$ cat config.mk
export PLATFORM = sky130hd
export DESIGN_NAME = sys_top
export DESIGN_NICKNAME = d
export VERILOG_FILES = /design/src/logic/sys_pkg.sv /design/src/logic/hps_cmd_decoder.sv /design/src/logic/video_timing_regs.sv /design/src/logic/button_debounce.sv /design/src/logic/reset_control.sv /design/src/logic/led_control.sv /design/src/logic/audio_mixer.sv /design/src/logic/sys_top.sv
export VERILOG_INCLUDE_DIRS = /design/src /design/src/include
export SDC_FILE = /design/constraint.sdc
export NUM_CORES = 1
export LEC_CHECK = 0
export ABC_AREA = 1
export BUFFER_PORTS_ARGS = -buffer_cell sky130_fd_sc_hd__buf_4
export CELL_PAD_IN_SITES_DETAIL_PLACEMENT = 1
export CELL_PAD_IN_SITES_GLOBAL_PLACEMENT = 1
export CORE_ASPECT_RATIO = 2
export CORE_MARGIN = 2
export CORE_UTILIZATION = 40
export DETAILED_ROUTE_END_ITERATION = 7
export HOLD_SLACK_MARGIN = 0.08
export PLACE_DENSITY_LB_ADDON = 0.2
export RECOVER_POWER = 25
export REMOVE_ABC_BUFFERS = 1
export SLEW_MARGIN = 20
export SYNTH_ARGS = -nofsm -noshare
export SYNTH_HDL_FRONTEND = slang
export SYNTH_SLANG_ARGS = --single-unit
$ cat constraint.sdc
create_clock -name FPGA_CLK2_50 -period 3.6 [get_ports FPGA_CLK2_50]
set_input_delay 0.36 -clock FPGA_CLK2_50 [delete_from_list [all_inputs] [get_ports FPGA_CLK2_50]]
set_output_delay 0.36 -clock FPGA_CLK2_50 [all_outputs]
set_load 0.01 [all_outputs]
$ cat src/include/sys_defines.svh
// Shared widths, host command codes and reset values for the housekeeping core
// Default video timing is 1280x720 CEA, totals 1650 x 750
// Debounce period counts FPGA_CLK2_50 cycles, about 2 ms at 50 MHz
`ifndef SYS_DEFINES_SVH
`define SYS_DEFINES_SVH

// ==================================================
// Widths
// ==================================================
`define SYS_TIMING_W 12
`define SYS_IO_W 16

// Host command codes, low byte of the first word in a frame
`define SYS_CMD_CFG 8'h01
`define SYS_CMD_TIMING 8'h20
`define SYS_CMD_LED 8'h25

// ==================================================
// 1280x720 CEA timing
// ==================================================
`define SYS_DEF_WIDTH 12'd1280
`define SYS_DEF_HFP 12'd110
`define SYS_DEF_HS 12'd40
`define SYS_DEF_HBP 12'd220
`define SYS_DEF_HEIGHT 12'd720
`define SYS_DEF_VFP 12'd5
`define SYS_DEF_VS 12'd5
`define SYS_DEF_VBP 12'd20

// Cycles between debounce ticks, minus one
`define SYS_DEBOUNCE_DIV 100000

`endif

$ cat src/logic/sys_pkg.sv
// Shared types of the housekeeping core
// Timing index order matches the word order of a timing frame
`include "sys_defines.svh"

package sys_pkg;

	typedef logic [7:0] cmd_t;
	typedef logic [`SYS_TIMING_W-1:0] timing_t;
	typedef logic [`SYS_IO_W-1:0] io_word_t;
	typedef logic [`SYS_IO_W-1:0] cfg_t;
	typedef logic [1:0] amix_t;

	// Order of the eight values in a timing frame
	typedef enum logic [2:0] {
		TIM_WIDTH,
		TIM_HFP,
		TIM_HS,
		TIM_HBP,
		TIM_HEIGHT,
		TIM_VFP,
		TIM_VS,
		TIM_VBP
	} timing_idx_t;

	// Upper byte selects the override, lower byte is the LED state
	typedef struct packed {
		logic [7:0] mask;
		logic [7:0] state;
	} led_ovr_t;

	// Button sample history, newest sample in bit 0
	typedef logic [7:0] deb_hist_t;

	// Host reset control codes
	typedef logic [1:0] ctl_code_t;
	localparam ctl_code_t CTL_ARM = 2'd0;
	localparam ctl_code_t CTL_SET = 2'd1;
	localparam ctl_code_t CTL_CLEAR = 2'd2;

endpackage

$ cat src/logic/hps_cmd_decoder.sv
// The first strobe of an io_uio frame is the command byte
// Each later strobe is a data word and gives one registered write strobe
// Words past the eighth of a timing frame are dropped
// Strobes are single cycle with no back-pressure
`include "sys_defines.svh"

module hps_cmd_decoder
	import sys_pkg::*;
(
	input  logic        FPGA_CLK2_50,
	input  logic        resetd,
	input  logic        io_uio,
	input  logic        io_strobe,
	input  io_word_t    io_din,
	output cfg_t        cfg,
	output logic        cfg_got,
	output logic        tim_we,
	output timing_idx_t tim_idx,
	output timing_t     tim_data,
	output logic        led_we,
	output led_ovr_t    led_data
);

	logic       has_cmd;
	cmd_t       cmd;
	// Bit 3 set means all eight timing values were taken
	logic [3:0] word_cnt;

	// ==================================================
	// Frame state and write strobes
	// ==================================================
	always_ff @(posedge FPGA_CLK2_50) begin
		if (resetd) begin
			has_cmd <= 1'b0;
			cmd <= '0;
			word_cnt <= '0;
			cfg <= '0;
			cfg_got <= 1'b0;
			tim_we <= 1'b0;
			tim_idx <= TIM_WIDTH;
			tim_data <= '0;
			led_we <= 1'b0;
			led_data <= '0;
		end else begin
			tim_we <= 1'b0;
			led_we <= 1'b0;

			if (!io_uio) begin
				// Command forgotten while idle between frames
				has_cmd <= 1'b0;
			end else if (io_strobe) begin
				if (!has_cmd) begin
					has_cmd <= 1'b1;
					cmd <= io_din[7:0];
					word_cnt <= '0;
				end else begin
					case (cmd)
						`SYS_CMD_CFG: begin
							cfg <= io_din;
							cfg_got <= 1'b1;
						end
						`SYS_CMD_TIMING: begin
							if (!word_cnt[3]) begin
								tim_we <= 1'b1;
								tim_idx <= timing_idx_t'(word_cnt[2:0]);
								tim_data <= io_din[`SYS_TIMING_W-1:0];
								word_cnt <= word_cnt + 4'd1;
							end
						end
						`SYS_CMD_LED: begin
							led_we <= 1'b1;
							led_data <= io_din;
						end
						default: begin
							// Unknown commands are swallowed
						end
					endcase
				end
			end
		end
	end

	// ==================================================
	// Checks
	// ==================================================
	// Only one peer is written per host word
	a_one_peer_write: assert property (
		@(posedge FPGA_CLK2_50) disable iff (resetd)
		!(tim_we && led_we)
	) else $error("timing and LED write strobes high together");

endmodule

$ cat src/logic/video_timing_regs.sv
// Eight video timing values, reset to 1280x720 CEA
// Totals are registered together with the value write, so they
// never lag the stored values. Sums wrap at the timing width
`include "sys_defines.svh"

module video_timing_regs
	import sys_pkg::*;
(
	input  logic        FPGA_CLK2_50,
	input  logic        resetd,
	input  logic        tim_we,
	input  timing_idx_t tim_idx,
	input  timing_t     tim_data,
	output timing_t     width,
	output timing_t     height,
	output timing_t     h_total,
	output timing_t     v_total
);

	localparam timing_t TIM_DEF [8] = '{
		`SYS_DEF_WIDTH, `SYS_DEF_HFP, `SYS_DEF_HS, `SYS_DEF_HBP,
		`SYS_DEF_HEIGHT, `SYS_DEF_VFP, `SYS_DEF_VS, `SYS_DEF_VBP
	};

	timing_t tim_val [8];
	// Values as they will be after this cycle's write
	timing_t tim_nxt [8];

	always_comb begin
		for (int i = 0; i < 8; i++) begin
			tim_nxt[i] = (tim_we && tim_idx == timing_idx_t'(i)) ? tim_data : tim_val[i];
		end
	end

	always_ff @(posedge FPGA_CLK2_50) begin
		if (resetd) begin
			for (int i = 0; i < 8; i++) begin
				tim_val[i] <= TIM_DEF[i];
			end
			h_total <= TIM_DEF[0] + TIM_DEF[1] + TIM_DEF[2] + TIM_DEF[3];
			v_total <= TIM_DEF[4] + TIM_DEF[5] + TIM_DEF[6] + TIM_DEF[7];
		end else begin
			if (tim_we) begin
				tim_val[tim_idx] <= tim_data;
			end
			h_total <= tim_nxt[TIM_WIDTH] + tim_nxt[TIM_HFP] + tim_nxt[TIM_HS]
				+ tim_nxt[TIM_HBP];
			v_total <= tim_nxt[TIM_HEIGHT] + tim_nxt[TIM_VFP] + tim_nxt[TIM_VS]
				+ tim_nxt[TIM_VBP];
		end
	end

	assign width = tim_val[TIM_WIDTH];
	assign height = tim_val[TIM_HEIGHT];

endmodule

$ cat src/logic/button_debounce.sv
// Debounces the user and OSD buttons merged with one board key each
// Inputs are active low and sampled on a tick every DEBOUNCE_DIV+1 cycles
// An output moves on the tick after eight agreeing samples
`include "sys_defines.svh"

module button_debounce
	import sys_pkg::*;
#(
	parameter int DEBOUNCE_DIV = `SYS_DEBOUNCE_DIV
) (
	input  logic       FPGA_CLK2_50,
	input  logic       resetd,
	input  logic       btn_user_n,
	input  logic       btn_osd_n,
	input  logic [1:0] key_n,
	output logic       btn_user,
	output logic       btn_osd
);

	localparam int DIV_W = (DEBOUNCE_DIV > 0) ? $clog2(DEBOUNCE_DIV + 1) : 1;

	logic [DIV_W-1:0] div_cnt;
	logic             tick;
	// Channel 0 is user and channel 1 is OSD
	logic [1:0]       press_q;
	deb_hist_t        hist [2];
	logic [1:0]       btn_q;

	// ==================================================
	// Tick divider
	// ==================================================
	assign tick = (div_cnt == DIV_W'(DEBOUNCE_DIV));

	always_ff @(posedge FPGA_CLK2_50) begin
		if (resetd) begin
			div_cnt <= '0;
		end else begin
			div_cnt <= tick ? '0 : div_cnt + 1'b1;
		end
	end

	// ==================================================
	// Sample history and outputs
	// ==================================================
	always_ff @(posedge FPGA_CLK2_50) begin
		if (resetd) begin
			press_q <= '0;
			hist[0] <= '0;
			hist[1] <= '0;
			btn_q <= '0;
		end else begin
			// Pressed when either source is low
			press_q <= {~(btn_osd_n & key_n[0]), ~(btn_user_n & key_n[1])};
			if (tick) begin
				for (int i = 0; i < 2; i++) begin
					hist[i] <= {hist[i][6:0], press_q[i]};
					if (&hist[i]) begin
						btn_q[i] <= 1'b1;
					end else if (~|hist[i]) begin
						btn_q[i] <= 1'b0;
					end
				end
			end
		end
	end

	assign btn_user = btn_q[0];
	assign btn_osd = btn_q[1];

	a_div_range: assert property (
		@(posedge FPGA_CLK2_50) disable iff (resetd)
		div_cnt <= DIV_W'(DEBOUNCE_DIV)
	) else $error("debounce divider out of range");

endmodule

$ cat src/logic/reset_control.sv
// Reset request latch for the core
// Host code 1 or a low reset button sets it; clearing needs code 0
// followed by code 2 on the next cycle. Set wins over clear
module reset_control
	import sys_pkg::*;
(
	input  logic      FPGA_CLK2_50,
	input  logic      resetd,
	input  ctl_code_t ctl_code,
	input  logic      btn_reset_n,
	output logic      reset_req
);

	ctl_code_t ctl_d;
	ctl_code_t ctl_d2;
	logic      btn_reset_q;

	always_ff @(posedge FPGA_CLK2_50) begin
		if (resetd) begin
			ctl_d <= CTL_ARM;
			ctl_d2 <= CTL_ARM;
			btn_reset_q <= 1'b1;
			reset_req <= 1'b0;
		end else begin
			ctl_d <= ctl_code;
			ctl_d2 <= ctl_d;
			btn_reset_q <= btn_reset_n;

			if (ctl_d == CTL_SET || !btn_reset_q) begin
				reset_req <= 1'b1;
			end else if (ctl_d == CTL_CLEAR && ctl_d2 == CTL_ARM) begin
				// Two step release guards against a stray code
				reset_req <= 1'b0;
			end
		end
	end

endmodule

$ cat src/logic/led_control.sv
// Status and board LEDs
// Status LEDs follow the core directly, board LEDs take the host
// override per bit where the mask is set
module led_control
	import sys_pkg::*;
(
	input  logic       FPGA_CLK2_50,
	input  logic       resetd,
	input  logic       led_we,
	input  led_ovr_t   led_data,
	input  logic       led_user,
	input  logic [1:0] led_power,
	input  logic [1:0] led_disk,
	output logic       led_power_on,
	output logic       led_hdd_on,
	output logic       led_user_on,
	output logic [7:0] led
);

	led_ovr_t   ovr;
	logic [7:0] led_def;

	// Host override, mask clear after reset
	always_ff @(posedge FPGA_CLK2_50) begin
		if (resetd) begin
			ovr <= '0;
		end else if (led_we) begin
			ovr <= led_data;
		end
	end

	// Power is on unless the core takes control of it
	assign led_power_on = led_power[1] ? led_power[0] : 1'b1;
	assign led_hdd_on = led_disk[0];
	assign led_user_on = led_user;

	// Default board pattern mirrors the status LEDs
	assign led_def = {3'b000, led_power_on, 1'b0, led_hdd_on, 1'b0, led_user_on};

	assign led = (ovr.mask & ovr.state) | (~ovr.mask & led_def);

endmodule

$ cat src/logic/audio_mixer.sv
// Stereo blend by amix, one cycle latency, a new pair every cycle
// audio_s selects arithmetic (signed) or logical (unsigned) shifts
// Sums wrap at 16 bits
module audio_mixer
	import sys_pkg::*;
(
	input  logic        FPGA_CLK2_50,
	input  logic        resetd,
	input  logic [15:0] audio_l,
	input  logic [15:0] audio_r,
	input  logic        audio_s,
	input  amix_t       amix,
	output logic [15:0] mix_l,
	output logic [15:0] mix_r
);

	// Right shift honouring the sample format
	function automatic logic [15:0] shr(input logic [15:0] v, input int unsigned n,
			input logic s);
		if (s) begin
			return 16'($signed(v) >>> n);
		end
		return v >> n;
	endfunction

	// Own channel x with a share of the other channel y
	function automatic logic [15:0] blend(input logic [15:0] x, input logic [15:0] y,
			input amix_t lvl, input logic s);
		logic [15:0] res;
		case (lvl)
			2'd0: res = x;
			2'd1: res = x - shr(x, 3, s) + shr(y, 3, s);
			2'd2: res = x - shr(x, 2, s) + shr(y, 2, s);
			default: res = shr(x, 1, s) + shr(y, 1, s);
		endcase
		return res;
	endfunction

	always_ff @(posedge FPGA_CLK2_50) begin
		if (resetd) begin
			mix_l <= '0;
			mix_r <= '0;
		end else begin
			mix_l <= blend(audio_l, audio_r, amix, audio_s);
			mix_r <= blend(audio_r, audio_l, amix, audio_s);
		end
	end

endmodule

$ cat src/logic/sys_top.sv
// Housekeeping core top, single clock FPGA_CLK2_50
// Host words enter as io_uio frames of single-cycle strobes
// All buttons and keys are active low
`include "sys_defines.svh"

module sys_top
	import sys_pkg::*;
#(
	parameter int DEBOUNCE_DIV = `SYS_DEBOUNCE_DIV
) (
	input  logic        FPGA_CLK2_50,
	input  logic        resetd,

	// Host
	input  logic        io_uio,
	input  logic        io_strobe,
	input  io_word_t    io_din,
	input  ctl_code_t   ctl_code,
	output cfg_t        cfg,
	output logic        cfg_got,

	// Video timing
	output timing_t     width,
	output timing_t     height,
	output timing_t     h_total,
	output timing_t     v_total,

	// Buttons and keys
	input  logic        btn_user_n,
	input  logic        btn_osd_n,
	input  logic [1:0]  key_n,
	input  logic        btn_reset_n,
	output logic        btn_user,
	output logic        btn_osd,
	output logic        reset_req,

	// LEDs
	input  logic        led_user,
	input  logic [1:0]  led_power,
	input  logic [1:0]  led_disk,
	output logic        led_power_on,
	output logic        led_hdd_on,
	output logic        led_user_on,
	output logic [7:0]  led,

	// Audio
	input  logic [15:0] audio_l,
	input  logic [15:0] audio_r,
	input  logic        audio_s,
	input  amix_t       amix,
	output logic [15:0] mix_l,
	output logic [15:0] mix_r
);

	// ==================================================
	// Decoder write strobes
	// ==================================================
	logic        tim_we;
	timing_idx_t tim_idx;
	timing_t     tim_data;
	logic        led_we;
	led_ovr_t    led_data;

	hps_cmd_decoder i_hps_cmd_decoder (
		.FPGA_CLK2_50 (FPGA_CLK2_50),
		.resetd       (resetd),
		.io_uio       (io_uio),
		.io_strobe    (io_strobe),
		.io_din       (io_din),
		.cfg          (cfg),
		.cfg_got      (cfg_got),
		.tim_we       (tim_we),
		.tim_idx      (tim_idx),
		.tim_data     (tim_data),
		.led_we       (led_we),
		.led_data     (led_data)
	);

	video_timing_regs i_video_timing_regs (
		.FPGA_CLK2_50 (FPGA_CLK2_50),
		.resetd       (resetd),
		.tim_we       (tim_we),
		.tim_idx      (tim_idx),
		.tim_data     (tim_data),
		.width        (width),
		.height       (height),
		.h_total      (h_total),
		.v_total      (v_total)
	);

	button_debounce #(
		.DEBOUNCE_DIV (DEBOUNCE_DIV)
	) i_button_debounce (
		.FPGA_CLK2_50 (FPGA_CLK2_50),
		.resetd       (resetd),
		.btn_user_n   (btn_user_n),
		.btn_osd_n    (btn_osd_n),
		.key_n        (key_n),
		.btn_user     (btn_user),
		.btn_osd      (btn_osd)
	);

	reset_control i_reset_control (
		.FPGA_CLK2_50 (FPGA_CLK2_50),
		.resetd       (resetd),
		.ctl_code     (ctl_code),
		.btn_reset_n  (btn_reset_n),
		.reset_req    (reset_req)
	);

	led_control i_led_control (
		.FPGA_CLK2_50 (FPGA_CLK2_50),
		.resetd       (resetd),
		.led_we       (led_we),
		.led_data     (led_data),
		.led_user     (led_user),
		.led_power    (led_power),
		.led_disk     (led_disk),
		.led_power_on (led_power_on),
		.led_hdd_on   (led_hdd_on),
		.led_user_on  (led_user_on),
		.led          (led)
	);

	audio_mixer i_audio_mixer (
		.FPGA_CLK2_50 (FPGA_CLK2_50),
		.resetd       (resetd),
		.audio_l      (audio_l),
		.audio_r      (audio_r),
		.audio_s      (audio_s),
		.amix         (amix),
		.mix_l        (mix_l),
		.mix_r        (mix_r)
	);

endmodule

After elaboration in Yosys (flattened, before gate mapping)
Memories as Yosys holds them, arrays and structs flattened.
Cells that the tools add are included.
{"block": "totals", "output_inout_bits": 111, "latchBits": 0, "input_bits": 67, "romBits": 0, "elab_cells": 178, "ram_bits": 112, "reg_bits": 162, "mem_count": 2}
{"block": "op_classes", "n_reduce_logical": 33, "n_mul": 0, "n_addsub": 17, "n_div": 0, "bitwise": 15, "n_lt_le_gt_ge": 0, "n_mux": 66, "shifts": 0, "n_eq_ne": 19}
{"name": "i_video_timing_regs.tim_val", "depth": 8, "word_bits": 12, "read_ports": 8, "rd_ports_with_merged_regs": 0, "wr": 8, "line": "video_timing_regs.sv:25", "source": "timing_t tim_val [8];"}
{"name": "i_button_debounce.hist", "depth": 2, "word_bits": 8, "read_ports": 2, "rd_ports_with_merged_regs": 0, "wr": 2, "line": "button_debounce.sv:26", "source": "deb_hist_t hist [2];"}
{"operator": "16-bit two-way mux", "n": 24}
{"operator": "12-bit two-way mux", "n": 9}
{"operator": "16-bit case mux with 3 select lines", "n": 2}
{"operator": "16-bit adder", "n": 5}
{"operator": "12-bit adder", "n": 6}
{"operator": "16-bit subtractor", "n": 4}
{"operator": "1-bit two-way mux", "n": 25}
{"operator": "17-bit by 1-bit adder with 17-bit output (second input constant)", "n": 1}
{"operator": "17-bit == test (second input constant)", "n": 1}
{"operator": "8-bit by 6-bit == test with 1-bit output (second input constant)", "n": 2}
{"operator": "8-bit two-way mux", "n": 2}
{"operator": "8-bit AND reduction", "n": 2}
{"operator": "8-bit OR reduction", "n": 2}
{"operator": "3-bit == test (second input constant)", "n": 4}
{"operator": "4-bit two-way mux", "n": 3}
{"operator": "4-bit AND reduction", "n": 3}
{"operator": "12-bit OR reduction", "n": 1}
{"operator": "1-bit logical AND", "n": 9}
{"operator": "8-bit by 5-bit AND with 8-bit output", "n": 1}
{"operator": "8-bit AND", "n": 1}
{"operator": "8-bit by 1-bit == test with 1-bit output (second input constant)", "n": 1}
{"operator": "8-bit NOT", "n": 1}
{"operator": "8-bit bitwise OR", "n": 1}
{"operator": "1-bit NOT", "n": 7}
{"operator": "other kinds (22)", "n": 33}

Longest topological paths before layout
Gate-level depths: netlist (run 1).
{"block": "logic_depth", "depth_word": 9, "ltp_mapped": 20, "ltp_nobuf": 19}

Hierarchy
A second synthesis (run 1) with hierarchy kept.
{"block": "unflattened", "cells_unflattened": 2845, "area_unflattened_um2": 20329.5}
{"mod": "audio_mixer", "area_per_inst_um2": 7688.6, "instances": 1, "cells_per_inst": 1296, "seq_area_each_um2": 640.6}
{"mod": "video_timing_regs", "area_per_inst_um2": 7270.7, "instances": 1, "cells_per_inst": 835, "seq_area_each_um2": 3363.2}
{"mod": "hps_cmd_decoder", "area_per_inst_um2": 2543.7, "instances": 1, "cells_per_inst": 334, "seq_area_each_um2": 1261.2}
{"mod": "button_debounce", "area_per_inst_um2": 1871.8, "instances": 1, "cells_per_inst": 234, "seq_area_each_um2": 900.9}
{"mod": "led_control", "area_per_inst_um2": 770.7, "instances": 1, "cells_per_inst": 125, "seq_area_each_um2": 320.3}
{"mod": "reset_control", "area_per_inst_um2": 183.9, "instances": 1, "cells_per_inst": 21, "seq_area_each_um2": 120.1}

Least setup slack after synthesis (run 1)
OpenSTA, ideal clock, no wires.
{"block": "synth_path", "kind": "register -> register", "start": "register i_hps_cmd_decoder.tim_we", "end": "register i_video_timing_regs.v_total[9]", "arrival_time_ns": 3.457, "setup_ns": 0.120, "stages_incl_launch_ff": 19, "n_path_buf": 2, "period_less_slack_ns": 3.577, "setup_slack_ns": 0.023, "required_ns": 3.480, "path_cell_list": "dfxtp_1 nand2_1 inv_2 nand2_1 buf_2 clkbuf_1 o21ai_0 fa_1 inv_1 fa_1 inv_1 ha_1 fa_1 a21oi_1 o21ai_0 nand2_1 nand2_1 nand2_1 nand3_1"}
{"block": "synth_via", "elab_chain_len": 5, "elab_cells_between_ends": 11, "classes_between": "add/sub (3); mux (4); reduce/logical (4)"}
{"item": "start: declaration", "line": "hps_cmd_decoder.sv:17", "source": "output logic tim_we,"}
{"item": "start signal: assignment", "line": "hps_cmd_decoder.sv:39", "source": "tim_we <= 1'b0;"}
{"item": "start signal: assignment", "line": "hps_cmd_decoder.sv:45", "source": "tim_we <= 1'b0;"}
{"item": "start signal: assignment", "line": "hps_cmd_decoder.sv:64", "source": "tim_we <= 1'b1;"}
{"item": "1-bit logical AND", "line": "video_timing_regs.sv:31", "source": "tim_nxt[i] = (tim_we && tim_idx == timing_idx_t'(i)) ? tim_data : tim_val[i];"}
{"item": "12-bit two-way mux", "line": "video_timing_regs.sv:31"}
{"item": "12-bit adder (2 in a row)", "line": "video_timing_regs.sv:48", "source": "v_total <= tim_nxt[TIM_HEIGHT] + tim_nxt[TIM_VFP] + tim_nxt[TIM_VS]"}
{"item": "12-bit adder *", "line": "video_timing_regs.sv:49", "source": "+ tim_nxt[TIM_VBP];"}
{"item": "end signal: assignment", "line": "video_timing_regs.sv:41", "source": "v_total <= TIM_DEF[4] + TIM_DEF[5] + TIM_DEF[6] + TIM_DEF[7];"}
{"item": "end signal: assignment", "line": "video_timing_regs.sv:48"}
{"item": "end: declaration", "line": "video_timing_regs.sv:17", "source": "output timing_t v_total"}
Every way passes the cells marked *; elsewhere a longest branch is shown, timed or not.
A chain may end at the register's enable or synchronous reset.

Worst setup path in the final report (run 1)
{"block": "layout_path", "start": "register i_hps_cmd_decoder.tim_idx[2]", "end": "register i_video_timing_regs.v_total[10]"}
{"block": "layout_via", "elab_chain_len": 6, "elab_cells_between_ends": 15, "classes_between": "add/sub (3); eq/ne (4); mux (4); reduce/logical (4)"}
{"item": "start: declaration", "line": "hps_cmd_decoder.sv:18", "source": "output timing_idx_t tim_idx,"}
{"item": "start signal: assignment", "line": "hps_cmd_decoder.sv:65", "source": "tim_idx <= timing_idx_t'(word_cnt[2:0]);"}
{"item": "3-bit == test", "line": "video_timing_regs.sv:31"}
{"item": "1-bit logical AND", "line": "video_timing_regs.sv:31"}
{"item": "12-bit two-way mux", "line": "video_timing_regs.sv:31"}
{"item": "12-bit adder (2 in a row)", "line": "video_timing_regs.sv:48"}
{"item": "12-bit adder *", "line": "video_timing_regs.sv:49"}
Marked as above.

==> reports/results.txt, run 1 <==
Core Region: 48400 sq um
Yosys warning count: 0
Die W: 160 microns
Post-DP HPWL: 59200 microns
Status: complete, but fails checks
Via density: 5.18
Total track usage: 27.9%
Residual DRC: 0
Antenna violations before repair: 3
Drt wl/cell: 20.3 microns
Worst Path Required: 4.10 ns
Crit Path Max Fanout: 9
Drt pass-1 iters: 5
Slowest-stage cell, CP: fa_1
Post-synth top area share: 17.2%
VDD IR max: 0.369 mV
Synthesized instance count: 2664
Worst EP arrival: 4.11 ns
EDFF count, synth: 112
Std cell rows: 114
CTS clock-pin slew for the worst setup and hold paths: 0.07 ns
GRT overflow: 0
Setup ws final: -0.00629 ns
Avg Cell Area, Syn: 7.35 sq um
Number of top-level pins: 178
Placed instance area: 22100 sq um
Port Buf Inserts: 176
FFs w/ async S/R, synth: 0%
Min-Delay Path Class: input pin to register
RSZ-0062 raised after global routing: true
Sequential fraction of the synthesis area: 33.7%
Layout area overhead: 21.2%
Sink Count: 274
Post-Route Skew: 0.0291 ns
Dpl ws: -0.223 ns
Fmax: 0.277 GHz
Initial Utilization: 40.5%
First-pass GRT wire length: 108000 microns
Max stage delay on crit path: 0.55 ns
Iter 0 DRT Violations: 590
Share of cells above drive strength 1: 14.8%
Final setup viols: 1
Clock tree buffer depth: 3
Wirelength, routed: 72600 microns
Largest net degree at the start of global routing: 57
Crit path time final: 3.61 ns
Largest cells by area after synthesis: edfxtp_1 (17%), dfxtp_1 (17%), nand2_1 (12%), fa_1 (11%), inv_1 (10%)
Post-synthesis cell area: 19600 sq um
Setup tns final: -0.00629 ns
Violated checks: negative setup slack
Critical-path cell list: inv_1, nor2_2, nand2_2, buf_6, buf_4, nand2_1, o21ai_1, fa_1, inv_1, fa_1, inv_1, ha_1, buf_4, nand2_1, nor3_2, o21ai_0, nand3_1, o21ai_0, a21oi_1
Clk Latency, worst-skew pair: 0.59 ns
Total of max-cap violations: 0
CTS buffer count: 28
DRT antenna net count: 0
Crit Path Class: register to register
Register bit count reported by yosys: 274
PD cells: 402 nW/um^2
CP Capture Type: register
Setup crit start kind: register
Root buf cell: clkbuf_16
Vias: 18600
Die ar.: 50800 sq um
H-tree Lvls: 1
Fill cell total of the finished layout: 6072
CTS tree: done
Max-slew violation total from the final report: 0
Least-Margin Pin Slew: 0.951 ns
Slew margin rel.: 36.5%
Die H: 317 microns
Leak pwr: 11.3 nW
Fin nets: 3208
Vias in the first global route: 20300
Synth area leader: edfxtp_1
Synth cell types: 48
Fin crit share: 100%
Predominant post-synthesis flop cell: dfxtp_1
Final number of hold-violating endpoints: 0
Worst path most repeated cell: inv_1
GP Congestion: 0.942
Fin area: 23700 sq um
==> cells by family (layout without fill, tap and decap cells) <==
group | Yosys count | after routing | share of synthesized area, %
compound gates | 391 | 391 | 11.0
xor+xnor | 14 | 14 | 0.626
fa+ha+maj | 220 | 220 | 18.0
buf+inv | 594 | 872 | 11.6
flops | 274 | 274 | 33.7
mux | 3 | 3 | 0.173
other cells | 0 | 2 | 0
simple gates | 1168 | 1169 | 24.9
==> flip-flops by register name (all words and copies together) (netlist names), 2 cells and up <==
name / count
i_hps_cmd_decoder.cfg: 16
i_hps_cmd_decoder.word_cnt: 4
i_hps_cmd_decoder.tim_idx: 3
i_button_debounce.div_cnt: 17
i_video_timing_regs.v_total: 12
i_video_timing_regs.tim_val: 96
i_video_timing_regs.h_total: 12
i_button_debounce.press_q: 2
i_hps_cmd_decoder.tim_data: 12
i_hps_cmd_decoder.led_data: 16
i_audio_mixer.mix_l: 16
i_button_debounce.btn_q: 2
i_button_debounce.hist: 16
i_led_control.ovr: 16
i_audio_mixer.mix_r: 16
i_hps_cmd_decoder.cmd: 8
i_reset_control.ctl_d: 2
i_reset_control.ctl_d2: 2
==> per-stage QoR <==
stage,utilization [%],hold WS (ns),std cells,power (mW)
CTS,48.3,0.0800,3573,9.50
finish,49.1,0.0984,3583,9.54
floorplan,-,0.397,2598,5.30
global placement,45.8,0.415,3500,6.37
detailed placement,45.8,0.444,3500,6.47
global route,49.1,0.101,3582,10.1
==> critical path: cells and delay by family, from the launching register on <==
kind | cells | cell delay [ns]
buffers and inverters | 6 | 0.59
adders and majority gates | 3 | 1.30
AOI/OAI and AO/OA | 4 | 0.54
and+or+nand+nor | 6 | 0.73
DFF | 1 | 0.35
==> final timing paths <==
kind / startpoint / to / slack [ns] / cells after the start
setup / recovery: i_hps_cmd_decoder.tim_idx[2] / i_video_timing_regs.v_total[10] / -0.006 / 19
setup reg to reg: i_hps_cmd_decoder.tim_idx[2] / i_video_timing_regs.v_total[10] / -0.006 / 19
hold / removal: io_din[4] / i_hps_cmd_decoder.tim_data[4] / 0.1 / 3
hold reg to reg: i_reset_control.btn_reset_q / i_reset_control.reset_req / 0.44 / 1
==> final cells by class <==
| type | instances | area (sq um) | share of cell area [%] |
|---|---|---|---|
| timing repair buffer | 292 | 2310 | 9.73 |
| inverter | 528 | 1990 | 8.39 |
| clock inverter | 16 | 143 | 0.601 |
| clock buffer | 36 | 777 | 3.27 |
| tap | 638 | 798 | 3.36 |
| antenna | 2 | 5.00 | 0.0211 |
| multi-input combinational | 1797 | 11100 | 46.8 |
| sequential | 274 | 6610 | 27.9 |
==> layout by cell type (no fill, tap or decap), drive strengths merged, types with 14 or more instances in the layout <==
master,n
clkinv,14
buf,267
ha,117
a21oi,136
fa,103
nand4,17
nand3b,16
o21ai,181
nand3,150
nand2,621
nor3,35
clkbuf,40
nor2,293
inv,525
a211oi,29
or2,21
dfxtp,162
edfxtp,112
dlygate4sd3,21
==> cells in the mapped netlist, types with 2 or more instances <==
master,count
ha_1,117
a21o_1,2
xnor2_1,8
or2_2,20
nand2_2,4
o21a_1,4
dfxtp_1,162
buf_4,7
a21oi_1,136
nor2_4,3
fa_1,103
nand3b_1,16
a41oi_1,9
nand2_1,616
and2_1,7
inv_1,519
nor4_1,4
buf_1,2
and3_1,4
nor2_1,287
xor2_1,6
o211ai_1,5
buf_2,6
clkinv_1,4
nor3_1,32
clkbuf_1,49
a211oi_1,29
mux2_2,3
nand4_1,17
inv_2,5
o21ai_0,179
o22ai_1,2
a31oi_1,9
a21boi_0,5
nand3_1,150
nor3_2,3
edfxtp_1,112
nor2_2,3
o21bai_1,6
==> routing by layer <==
metal	vias to the layer above	global-route usage, %	routed length [microns]
met5	-	0	13
met4	2	24.1	7290
met3	248	2.71	2050
met2	427	57.9	41300
met1	8981	22.5	21900
li1	8915	-	-
==> power by group <==
part           internal [mW]  switching [mW]  leakage, nW
sequential              3.37          0.0700         2.40
combinational           1.17            1.94         8.49
clock                   1.62            1.36        0.451
==> what timing repair did <==
item | CTS | global route
hold buffers | 21 | 0
buffers inserted | 0 | 6
hold endpoints to repair | 28 | 0
setup endpoints to repair | 15 | 17
pin swaps | 2 | 23
resized for setup | 28 | 86
cloned | 0 | 2
No activity file was read; power rests on OpenSTA's default activity.
==> inputs of run 2 (changes only) <==
--- a/config.mk
+++ b/config.mk
@@ -6,13 +6,12 @@
 export SDC_FILE = /design/constraint.sdc
 export NUM_CORES = 1
 export LEC_CHECK = 0
-export ABC_AREA = 1
 export BUFFER_PORTS_ARGS = -buffer_cell sky130_fd_sc_hd__buf_4
 export CELL_PAD_IN_SITES_DETAIL_PLACEMENT = 1
 export CELL_PAD_IN_SITES_GLOBAL_PLACEMENT = 1
 export CORE_ASPECT_RATIO = 2
-export CORE_MARGIN = 2
-export CORE_UTILIZATION = 40
+export CORE_UTILIZATION = 43
+export CTS_BUF_LIST = sky130_fd_sc_hd__clkbuf_4
 export DETAILED_ROUTE_END_ITERATION = 7
 export HOLD_SLACK_MARGIN = 0.08
 export PLACE_DENSITY_LB_ADDON = 0.2
==> run 2 against run 1 <==
The run still ends with negative setup slack left. Synthesized area shrank 4.9%. Largest power group unchanged. Global-route usage grew 1.7 points. Cell count shrank 16%. Cell area shrank 1.5%. Critical endpoint is now i_video_timing_regs.v_total[11]. Sequential share of layout area grew 0.45 points. Setup slack lost 0.38 ns.
==> reports/results.txt, run 2 <==
CTS tree: done
Max-slew violation total from the final report: 0 (unchanged)
Total of max-cap violations: 0 (unchanged)
Die ar.: 44200 sq um (-13%)
Synth area leader: edfxtp_1
Via density: 5.44 (+4.9%)
Most frequent cells in the layout: buf_4 (345), nand2_1 (254), inv_1 (235)
Worst Path Required: 4.18 ns (+0.08 ns)
First-pass GRT wire length: 98000 microns (-9.5%)
Sequential fraction of the synthesis area: 35.5% (+1.7 points)
Total track usage: 29.6% (+1.7 points)
Crit path time final: 3.99 ns (+0.381 ns)
Synthesized instance count: 2012 (-24%)
Port Buf Inserts: 176 (unchanged)
Worst EP arrival: 4.56 ns (+0.45 ns)
PD cells: 414 nW/um^2 (+3.0%)
Fin nets: 2691 (-16%)
Predominant post-synthesis flop cell: dfxtp_1
EDFF count, synth: 112 (unchanged)
Share of cells above drive strength 1: 23.2% (+8.5 points)
Die W: 149 microns (-7.0%)
Post-Route Skew: 0.0478 ns (+0.0187 ns)
FFs w/ async S/R, synth: 0% (unchanged)
Flop pwr share: 36.1% (about the same)
H-tree Lvls: 3 (+2)
Top cells by count, synth: nand2_1 (260), inv_1 (242), dfxtp_1 (162)
Antenna violations before repair: 2 (-1)
Min-Delay Path Class: input pin to register
Crit Path Max Fanout: 6 (-3)
Std cell rows: 107 (-6.1%)
Residual DRC: 0 (unchanged)
Clock tree buffer depth: 3 (unchanged)
Post-Layout Cell Count: 2998 (-16%)
Status: complete, but fails checks
Post-synth top area share: 18.1% (+0.88 points)
Setup ws final: -0.388 ns (-0.381 ns)
Slew margin rel.: 24.4% (-12 points)
Int Pwr: 6.45 mW (+4.7%)
Util after Layout: 54.8% (+5.7 points)
CTS clock-pin slew for the worst setup and hold paths: 0.09 ns (+0.02 ns)
Fmax: 0.251 GHz (-9.6%)
Largest cells by area after synthesis: edfxtp_1 (18%), dfxtp_1 (17%), fa_1 (11%), ha_1 (7.9%), nand2_1 (5.2%)
Iter 0 DRT Violations: 522 (-12%)
GRT overflow: 0 (unchanged)
Vias: 16300 (-12%)
Hold Slack: 0.182 ns (+0.0841 ns)
Core Region: 42700 sq um (-12%)
Vias in the first global route: 18100 (-11%)
Register bit count reported by yosys: 274 (unchanged)
Cell Count Post-Placement: 2815 (-20%)
Largest Register: i_video_timing_regs.tim_val
Layout area overhead: 25.6%
Sink Count: 274 (unchanged)
Least-Margin Pin Slew: 1.12 ns (+0.174 ns)
DRT antenna net count: 0 (unchanged)
Most common cell after layout, fill and taps aside: buf_4
Synth cell types: 72 (+50%)
Die H: 296 microns (-6.5%)
Drt pass-1 iters: 5 (unchanged)
Largest net degree at the start of global routing: 67 (+18%)
Setup crit start kind: register
Initial Utilization: 43.6% (+3.1 points)
Dpl ws: -0.724 ns (-0.501 ns)
RSZ-0062 raised after global routing: true
Number of top-level pins: 178 (unchanged)
Pwr Total: 9.68 mW (+1.5%)
Most common cell in the synthesized netlist: nand2_1
Sw Share: 33.4% (-2.0 points)
Avg Cell Area, Syn: 9.26 sq um (+26%)
Clk Latency, worst-skew pair: 0.75 ns (+0.16 ns)
Post-DP HPWL: 49700 microns (-16%)
VDD IR max: 0.222 mV (-40%)
Clock share of power: 29.8% (-1.4 points)
GP Congestion: 1.00 (+6.4%)
Leak pwr: 10.7 nW (-5.4%)
CTS buffer count: 68 (+140%)
Drt wl/cell: 21.5 microns (+5.8%)
Final setup viols: 12 (+11)
Crit Path Class: register to register
Top flop regs: i_video_timing_regs.tim_val: 96 flops, i_button_debounce.div_cnt: 17 flops
Largest register FFs: 96 (unchanged)
P_sw: 3.23 mW (-4.3%)
Logic pwr share: 34.1% (+1.4 points)
Yosys warning count: 0 (unchanged)
Wirelength, routed: 64300 microns (-11%)
Violated checks: negative setup slack
Post-synthesis cell area: 18600 sq um (-4.9%)
CP Capture Type: register
Root buf cell: clkbuf_4
Final number of hold-violating endpoints: 0 (unchanged)
Fin crit share: 111% (+11 points)
-- run 2: through the flow --
step                      TNS (ns)  area (sq um)
final                        -3.19         23400
after global placement       -5.02         21600
after global routing         -4.70         23400
after detailed placement     -6.82         21600
after CTS                    -2.00         23300
after floorplan             -11.04         18300
-- run 2: worst max-delay path, cell delays in order (launching register included) --
cell,delay [ns]
dfxtp_2,0.36
buf_6,0.13
nand4b_1,0.20
mux2_4,0.36
fa_1,0.55
inv_1,0.07
fa_1,0.51
inv_2,0.05
ha_4,0.16
fa_2,0.34
a21o_1,0.19
a21oi_2,0.15
o21bai_1,0.11
a21oi_2,0.16
o21ai_2,0.08
a31oi_1,0.17
xor2_1,0.17
nor2_1,0.06
-- run 2: cells by family (layout without fill, tap and decap cells) --
family          count (synthesis)  after routing  share of synthesized area (%)
fa+ha+maj                     220            220                           18.9
buf+inv                       328            768                           6.68
mux                           102            102                           5.97
simple gates                  652            652                           16.6
other cells                     0              1                              0
flops                         274            274                           35.5
compound gates                336            336                           11.6
xor+xnor                      100            100                           4.70
-- run 2: layout make-up --
class	instances	area (sq um)
antenna	1	2.50
clock buffer	95	713
clock inverter	23	200
fill	4965	19300
inverter	243	912
multi-input combinational	1410	11000
sequential	274	6620
tap	545	682
timing repair buffer	407	3230
-- run 2: power by group through the flow --
stage	registers, mW	logic, mW	clock network, mW
3_5_place_dp	3.56	3.14	0
6_report	3.49	3.30	2.89
3_3_place_gp	3.56	3.02	0
5_1_grt	3.51	3.61	3.11
2_1_floorplan	3.61	1.78	0
4_1_cts	3.50	3.28	2.97
-- run 2: metal layers --
metal  wire length, microns  vias up  GRT usage, %  part of all wire [%]
met5                      0        -             0                     0
met4                   5580        0          24.5                   8.7
met3                   2150      249          4.72                   3.3
met2                  36600      435          58.9                    57
met1                  20000     8065          24.8                    31
li1                       -     7546             -                     -
-- run 2: final timing paths --
kind         cells after the start  slack [ns]                               to                        start
max                             17       -0.39  i_video_timing_regs.v_total[11]     i_hps_cmd_decoder.tim_we
min                              4        0.18           i_audio_mixer.mix_l[2]                   audio_l[2]
max reg2reg                     17       -0.39  i_video_timing_regs.v_total[11]     i_hps_cmd_decoder.tim_we
min reg2reg                      1        0.42        i_reset_control.reset_req  i_reset_control.btn_reset_q
-- run 2: timing repair --
action / in CTS / in global routing
setup buffers: 16 / 6
pin swaps: 36 / 5
hold endpoints to repair: 74 / 0
hold buffers: 43 / 0
resized for setup: 64 / 16
endpoints found under the setup margin: 14 / 17
gates cloned: 0 / 0
